### src/hdl/mem_tile_pkg.sv
// Memory tile shared definitions
// Geometry of the logical memory and of the SRAM macros it is built from,
// the vector types that carry addresses and data, and the low-power chain structs

package mem_tile_pkg;

    // Logical memory seen at the top level ports
    localparam int unsigned DATAW = 40;
    localparam int unsigned DEPTH = 100;

    // Fixed macro geometry, depth kept a power of two so ranks decode cleanly
    localparam int unsigned MACRO_DATAW = 16;
    localparam int unsigned MACRO_DEPTH = 32;

    // Number of depth ranks, rounded up so a partial last rank is allowed
    localparam int unsigned MACRO_COUNT = (DEPTH + MACRO_DEPTH - 1) / MACRO_DEPTH;

    // Macros side by side in one rank, the last one only partly used
    localparam int unsigned SLICE_COUNT = (DATAW + MACRO_DATAW - 1) / MACRO_DATAW;

    // Width of one rank once padded to whole macros
    localparam int unsigned EXT_DATAW = SLICE_COUNT * MACRO_DATAW;

    // Address widths
    localparam int unsigned ADDRW       = $clog2(DEPTH);
    localparam int unsigned MACRO_ADDRW = $clog2(MACRO_DEPTH);
    localparam int unsigned RANK_ADDRW  = $clog2(MACRO_COUNT);

    // Every macro sits on the power chain once
    localparam int unsigned CHAIN_LEN = MACRO_COUNT * SLICE_COUNT;

    // Logical address and data word, the bit enable shares the data type
    typedef logic [ADDRW-1:0] mem_addr_t;
    typedef logic [DATAW-1:0] mem_data_t;

    // Address and data of a single macro
    typedef logic [MACRO_ADDRW-1:0] macro_addr_t;
    typedef logic [MACRO_DATAW-1:0] macro_data_t;

    // One-hot rank select
    typedef logic [MACRO_COUNT-1:0] rank_sel_t;

    // Low-power request travelling down the chain
    typedef struct packed {
        logic pde;  // power-down request
        logic ret;  // keep contents while powered down
    } mem_impl_in_t;

    // Status returned along the chain
    typedef struct packed {
        logic prn;  // power-down has reached this point
    } mem_impl_out_t;

endpackage

### src/hdl/mem_tile_macro.sv
// Behavioral SRAM macro
// Registered read, bit-masked write and a power-down mode that either
// keeps or clears the contents depending on the retention request

`timescale 1ns/1ps

module mem_tile_macro import mem_tile_pkg::*; (
    input  logic          Clk,
    input  logic          RstN,
    input  logic          i_rd_en,
    input  macro_addr_t   i_rd_addr,
    output macro_data_t   o_rd_data,
    input  logic          i_wr_en,
    input  macro_addr_t   i_wr_addr,
    input  macro_data_t   i_wr_bit_en,
    input  macro_data_t   i_wr_data,
    input  mem_impl_in_t  i_impl,
    output mem_impl_out_t o_impl
);

    macro_data_t mem_q [MACRO_DEPTH];
    logic        prn_q;
    logic        pde_rise;
    logic        clear_en;

    // prn_q still holds the previous pde, so a mismatch marks the rising edge
    assign pde_rise = i_impl.pde & ~prn_q;
    assign clear_en = pde_rise & ~i_impl.ret;

    // Storage array
    always_ff @(posedge Clk) begin
        if (clear_en) begin
            for (int unsigned w = 0; w < MACRO_DEPTH; w++) begin
                mem_q[w] <= '0;
            end
        end else if (i_wr_en && !i_impl.pde) begin
            mem_q[i_wr_addr] <= (mem_q[i_wr_addr] & ~i_wr_bit_en)
                              | (i_wr_data & i_wr_bit_en);
        end
    end

    // Read register holds its word until the next read
    always_ff @(posedge Clk or negedge RstN) begin
        if (!RstN) begin
            o_rd_data <= '0;
        end else if (i_impl.pde) begin
            o_rd_data <= '0;
        end else if (i_rd_en) begin
            o_rd_data <= mem_q[i_rd_addr];
        end
    end

    // One stage of the power chain
    always_ff @(posedge Clk or negedge RstN) begin
        if (!RstN) begin
            prn_q <= 1'b0;
        end else begin
            prn_q <= i_impl.pde;
        end
    end

    assign o_impl.prn = prn_q;

endmodule

### src/hdl/mem_tile_width_ext.sv
// Memory tile depth rank
// Places macros side by side to cover the full data width and threads
// the power-down chain through them from the lowest slice upwards

`timescale 1ns/1ps

module mem_tile_width_ext import mem_tile_pkg::*; (
    input  logic          Clk,
    input  logic          RstN,
    input  logic          i_rd_en,
    input  macro_addr_t   i_rd_addr,
    output mem_data_t     o_rd_data,
    input  logic          i_wr_en,
    input  macro_addr_t   i_wr_addr,
    input  mem_data_t     i_wr_bit_en,
    input  mem_data_t     i_wr_data,
    input  mem_impl_in_t  i_impl,
    output mem_impl_out_t o_impl
);

    logic [EXT_DATAW-1:0] wr_data_ext;
    logic [EXT_DATAW-1:0] wr_bit_en_ext;
    logic [EXT_DATAW-1:0] rd_data_ext;

    mem_impl_in_t  [SLICE_COUNT-1:0] slice_impl_in;
    mem_impl_out_t [SLICE_COUNT-1:0] slice_impl_out;

    // Unused top bits of the last slice are never written
    assign wr_data_ext   = {{(EXT_DATAW-DATAW){1'b0}}, i_wr_data};
    assign wr_bit_en_ext = {{(EXT_DATAW-DATAW){1'b0}}, i_wr_bit_en};
    assign o_rd_data     = rd_data_ext[DATAW-1:0];

    for (genvar s = 0; s < SLICE_COUNT; s++) begin : g_slice
        // Slice 0 takes the rank request, later slices wait on the one before
        if (s == 0) begin : g_first
            assign slice_impl_in[s] = i_impl;
        end else begin : g_next
            assign slice_impl_in[s].pde = slice_impl_out[s-1].prn;
            assign slice_impl_in[s].ret = i_impl.ret;
        end

        mem_tile_macro u_macro (
            .Clk         (Clk),
            .RstN        (RstN),
            .i_rd_en     (i_rd_en),
            .i_rd_addr   (i_rd_addr),
            .o_rd_data   (rd_data_ext[s*MACRO_DATAW +: MACRO_DATAW]),
            .i_wr_en     (i_wr_en),
            .i_wr_addr   (i_wr_addr),
            .i_wr_bit_en (wr_bit_en_ext[s*MACRO_DATAW +: MACRO_DATAW]),
            .i_wr_data   (wr_data_ext[s*MACRO_DATAW +: MACRO_DATAW]),
            .i_impl      (slice_impl_in[s]),
            .o_impl      (slice_impl_out[s])
        );
    end

    assign o_impl = slice_impl_out[SLICE_COUNT-1];

endmodule

### config.mk
export PLATFORM = sky130hd
export DESIGN_NAME = mem_tile_width_ext
export DESIGN_NICKNAME = d
export VERILOG_FILES = /design/src/hdl/mem_tile_pkg.sv /design/src/hdl/mem_tile_macro.sv /design/src/hdl/mem_tile_width_ext.sv
export SDC_FILE = /design/constraint.sdc
export NUM_CORES = 2
export LEC_CHECK = 0
export ABC_CLOCK_PERIOD_IN_PS = 5430
export BUFFER_PORTS_ARGS = -buffer_cell sky130_fd_sc_hd__buf_4
export CORE_MARGIN = 4
export CORE_UTILIZATION = 31
export DETAILED_ROUTE_END_ITERATION = 16
export PLACE_DENSITY_LB_ADDON = 0.05
export SLEW_MARGIN = 0
export SYNTH_ARGS = -nofsm -noshare
export SYNTH_HDL_FRONTEND = slang
export SYNTH_SLANG_ARGS = --single-unit
### constraint.sdc
create_clock -name Clk -period 5.43 [get_ports Clk]
set_clock_uncertainty 0.1 [all_clocks]
set_input_delay 0.2715 -clock Clk [delete_from_list [all_inputs] [get_ports Clk]]
set_output_delay 0.2715 -clock Clk [all_outputs]
set_load 0.03 [all_outputs]
==> implementation parameters <==
Parameter                              Value

Detailed routing
  Violation count after the first detailed-route iteration ... 6493
  Number of nets with antenna violations after detailed routing ... 0
  DRC ... 0
  Number of vias per cell ... slightly above 6
  Average routed wire per standard cell ... 40.2 um
  Total number of vias ... ~50000
  Total routed wirelength ... approximately 330000 um
  Detailed-router iteration count before antenna repair ... 5

Worst setup path
  Cell with the largest stage delay on the worst path ... nand2_1
  Launching element type of the critical path ... primary input
  Critical path fanouts, max ... 54
  Reg2Reg Setup Slack ... 2010 ps
  Kind of end point of the critical path ... flop
  Startpoint-to-endpoint class of the critical path ... primary input to flop
  Cell Chain, Critical Path ... buf_8 -> buf_12 -> nand2_1 -> o22ai_1 -> a2111oi_0 -> nor4_4 -> nor3_1 -> dlygate4sd3_1
  Data required time at the worst endpoint ... 5910 ps
  Origin of the critical flop-to-flop path ... g_slice[2].u_macro.mem_q[8][0]$_SDFFCE_PN0P_
  R2r worst-path depth ... 7
  Terminus of the critical flop-to-flop path ... g_slice[2].u_macro.mem_q[20][0]$_SDFFCE_PN0P_
  CP max stage delay ... 650 ps
  Arrival time at the worst endpoint ... 4010 ps

Yosys
  Mean Syn Cell Area ... 13.7 um2
  Mapped Nets ... 5131
  Async set-reset flop share out of synthesis ... 0.0325
  Ranking of synthesized cells by area ... edfxtp_1 (56%), mux4_2 (16%), nor3_1 (6.7%), mux2i_1 (3.9%), nor2_1 (2.2%)
  Leading cell types by count after synthesis ... edfxtp_1 (1280), nor3_1 (920), mux4_2 (494)
  Flip-flop cell with the highest count after synthesis ... edfxtp_1
  Area share of the leading cell type in the synthesized netlist ... 0.556
  Post-synthesis cell count ... 5035
  Cell Area, Synth ... 69100 um2
  Leading cell type by number of instances after synthesis ... edfxtp_1
  Sequential cell area fraction in the yosys report ... 0.572
  Total of flip-flops plus latches after synthesis ... about 1300
  Count of warnings emitted by yosys ... 0
  Distinct cell type count after synthesis ... 57
  Library cell occupying the most area in the post-synthesis netlist ... edfxtp_1
  Number of enable-type register cells in the synthesized netlist ... 1280

Final layout
  Number of nets in the layout ... 5293
  Area Overhead vs Synth ... 16.3%
  Non-filler cells in the finished layout ... approximately 8300
  Fill count ... ~22000
  Layout cell share with drive strength beyond 1 ... 0.262

Clock tree
  Maximum buffer depth of the clock tree ... 3
  Number of resized instances in the post-cts repair step ... 0
  Clock net sink count ... 1323
  Total CTS buffers ... 162
  TritonCTS clock tree ... yes
  Clock latency on the worst-skew pair ... 840 ps
  Clock-pin slew of the registers on the worst-case setup and hold paths ... 60 ps
  Root cell of the clock tree ... clkbuf_16
  Level count of the clock H-tree ... 4

STA
  Unrepaired setup endpoints after global routing ... false
  Maximum operating frequency ... 0.283 GHz
  Hold slack ... 60.3 ps
  Minimum setup slack in the final design ... 1900 ps
  Count of final setup violators ... 0
  Fraction of the cycle the final worst path needs ... 0.650
  Slew margin rel. ... 0.0578
  Final period demand of the worst path ... 3530 ps
  Slew at the pin closest to its max-slew limit ... around 1400 ps
  Max-slew violations ... 0
  Final hold violations ... 0
  Setup tns final ... 0 ps

Die
  Core Footprint ... about 220000 um2
  Number of ports placed on the die boundary ... 137
  Die area ... 231000 um2
  Die Wd ... roughly 480 um
  Vertical extent of the die ... 480 um
  Initial standard-cell utilization of the core ... 0.311
  Standard-cell rows ... roughly 170

Power and ir drop
  Internal power of the cells ... 18.6 mW
  Power share of the sequential group ... 0.452
  Total power per unit cell area ... 319 nW/um2
  Comb pwr share ... 0.128
  Switching portion of total power ... 0.275
  Share of power burned in the clock network ... 0.420
  Leakage power summed over all cells ... ~27 nW
  P_sw ... around 7.0 mW
  Maximum VDD drop ... 349 uV

Status
  Outcome ... finished clean

Worst hold path
  Worst Hold Path Cells ... 5
  Hold Path Sink ... g_slice[0].u_macro.mem_q[11][13]$_SDFFCE_PN0P_
  Classification of the worst-slack hold path ... primary input to flop
  Hold path startpoint ... i_wr_bit_en[13]

Global routing
  Global route overflow ... 0
  Wire length of the first global-routing pass ... 451000 um
  Initial antenna violation count ... 14
  Maximum number of pins on one net before global-route repair ... 67
  Overall track demand over capacity in global routing ... 0.285
  Vias in the first global route ... 49600

Run
  Number of max-cap violations ... 0

Place
  Input/output buffers ... approximately 140
  Placer Congestion ... 0.846
  Placed wire-length estimate ... around 220000 um
  Setup WS pre-CTS ... ~1200 ps
  Placed Cells ... about 7900
==> metrics by stage <==
step	utilization	total power [mW]	area, um2
after detailed placement	0.335	15.0	74400
after floorplan	-	13.5	69100
after global routing	0.362	26.3	80400
final	0.362	25.6	80400
after CTS	0.362	25.8	80400
after global placement	0.335	15.0	74400
==> how the worst max path moves through the flow <==
stage	slack [ps]	cells after the start	startpoint	end
after floorplan	2550	11	i_wr_addr[1]	g_slice[1].u_macro.mem_q[1][0]$_SDFFCE_PN0P_
after global placement	1190	8	i_wr_addr[0]	g_slice[1].u_macro.mem_q[8][1]$_SDFFCE_PN0P_
after detailed placement	1150	8	i_wr_addr[0]	g_slice[1].u_macro.mem_q[19][1]$_SDFFCE_PN0P_
after CTS	1950	8	i_wr_addr[0]	g_slice[1].u_macro.mem_q[9][1]$_SDFFCE_PN0P_
after global routing	1810	8	i_wr_addr[0]	g_slice[1].u_macro.mem_q[9][1]$_SDFFCE_PN0P_
final	1900	8	i_wr_addr[0]	g_slice[1].u_macro.mem_q[9][1]$_SDFFCE_PN0P_
==> critical path: cells and delay by family <==
family / cells / cell delay [ps]
buffers and inverters: 3 / 1410
AND/OR/NAND/NOR: 3 / 1350
AO/OA/AOI/OAI: 2 / 860
==> power by group through the flow <==
stage / clock network, mW / registers (mW) / logic, mW
finish: 10.8 / 11.6 / 3.29
global route: 11.4 / 11.6 / 3.38
CTS: 10.9 / 11.6 / 3.26
detailed placement: 0 / 11.8 / 3.20
global placement: 0 / 11.8 / 3.21
floorplan: 0 / 11.7 / 1.75
==> flip-flops by register name, summed over array words and instances, names as in the netlist <==
| signal | cells |
|---|---|
| g_slice.u_macro.o_impl | 3 |
| g_slice.u_macro.o_rd_data | 40 |
| g_slice.u_macro.mem_q | 1280 |
==> what timing repair did <==
| item | 4_1_cts | 5_1_grt |
|---|---|---|
| hold endpoints to repair | 958 | 0 |
| setup buffers | 0 | 0 |
| hold buffers | 83 | 0 |
==> area by class of cell <==
| type | instances | area, um2 | area share |
|---|---|---|---|
| Sequential cell | 1323 | 39500 | 0.492 |
| Multi-Input combinational cell | 3143 | 27200 | 0.338 |
| Timing Repair Buffer | 565 | 4860 | 0.0605 |
| Clock buffer | 227 | 4480 | 0.0558 |
| Tap cell | 2975 | 3720 | 0.0463 |
| Clock inverter | 70 | 611 | 0.00760 |
| Antenna cell | 4 | 10.0 | 0.000125 |
| Inverter | 2 | 7.51 | 0.0000934 |
==> cell usage in the layout, fill, tap and decap left out, types with 9 or more instances in the layout <==
cell type and count:
a221oi_1 22, nand2_1 287, nand2_2 10, mux2_2 82, clkbuf_16 165, o211ai_1 12, clkinv_1 21, clkinv_2 25
buf_4 449, o22ai_1 81, o21a_1 9, edfxtp_1 1280, nor2_1 406, nor3_1 918, buf_12 29, nand2b_1 22
clkbuf_8 12, clkbuf_1 50, a311oi_1 35, a221o_1 9, nor2b_1 46, nor2b_2 22, o41ai_1 24, nand3_1 23
dfrtp_1 43, a211oi_1 43, mux4_2 494, dlygate4sd3_1 81, a22o_1 26, mux2i_1 267, a22oi_1 141, nor2_2 19
a21oi_1 36, or2_2 11, a31oi_1 20
==> per-layer routing <==
layer,vias up,GRT usage,wire [um]
met2,2260,0.438,151000
met5,-,0,26
li1,20300,-,-
met4,4,0.0799,9930
met1,27400,0.416,150000
met3,412,0.0460,22900
==> kinds of logic after synthesis <==
kind of cell,count (synthesis),synth area share
AOI/OAI and AO/OA,494,0.0545
buffers and inverters,569,0.0387
DFF,1323,0.572
muxes,843,0.213
and+or+nand+nor,1806,0.122
(Power assumes the default switching activity.)
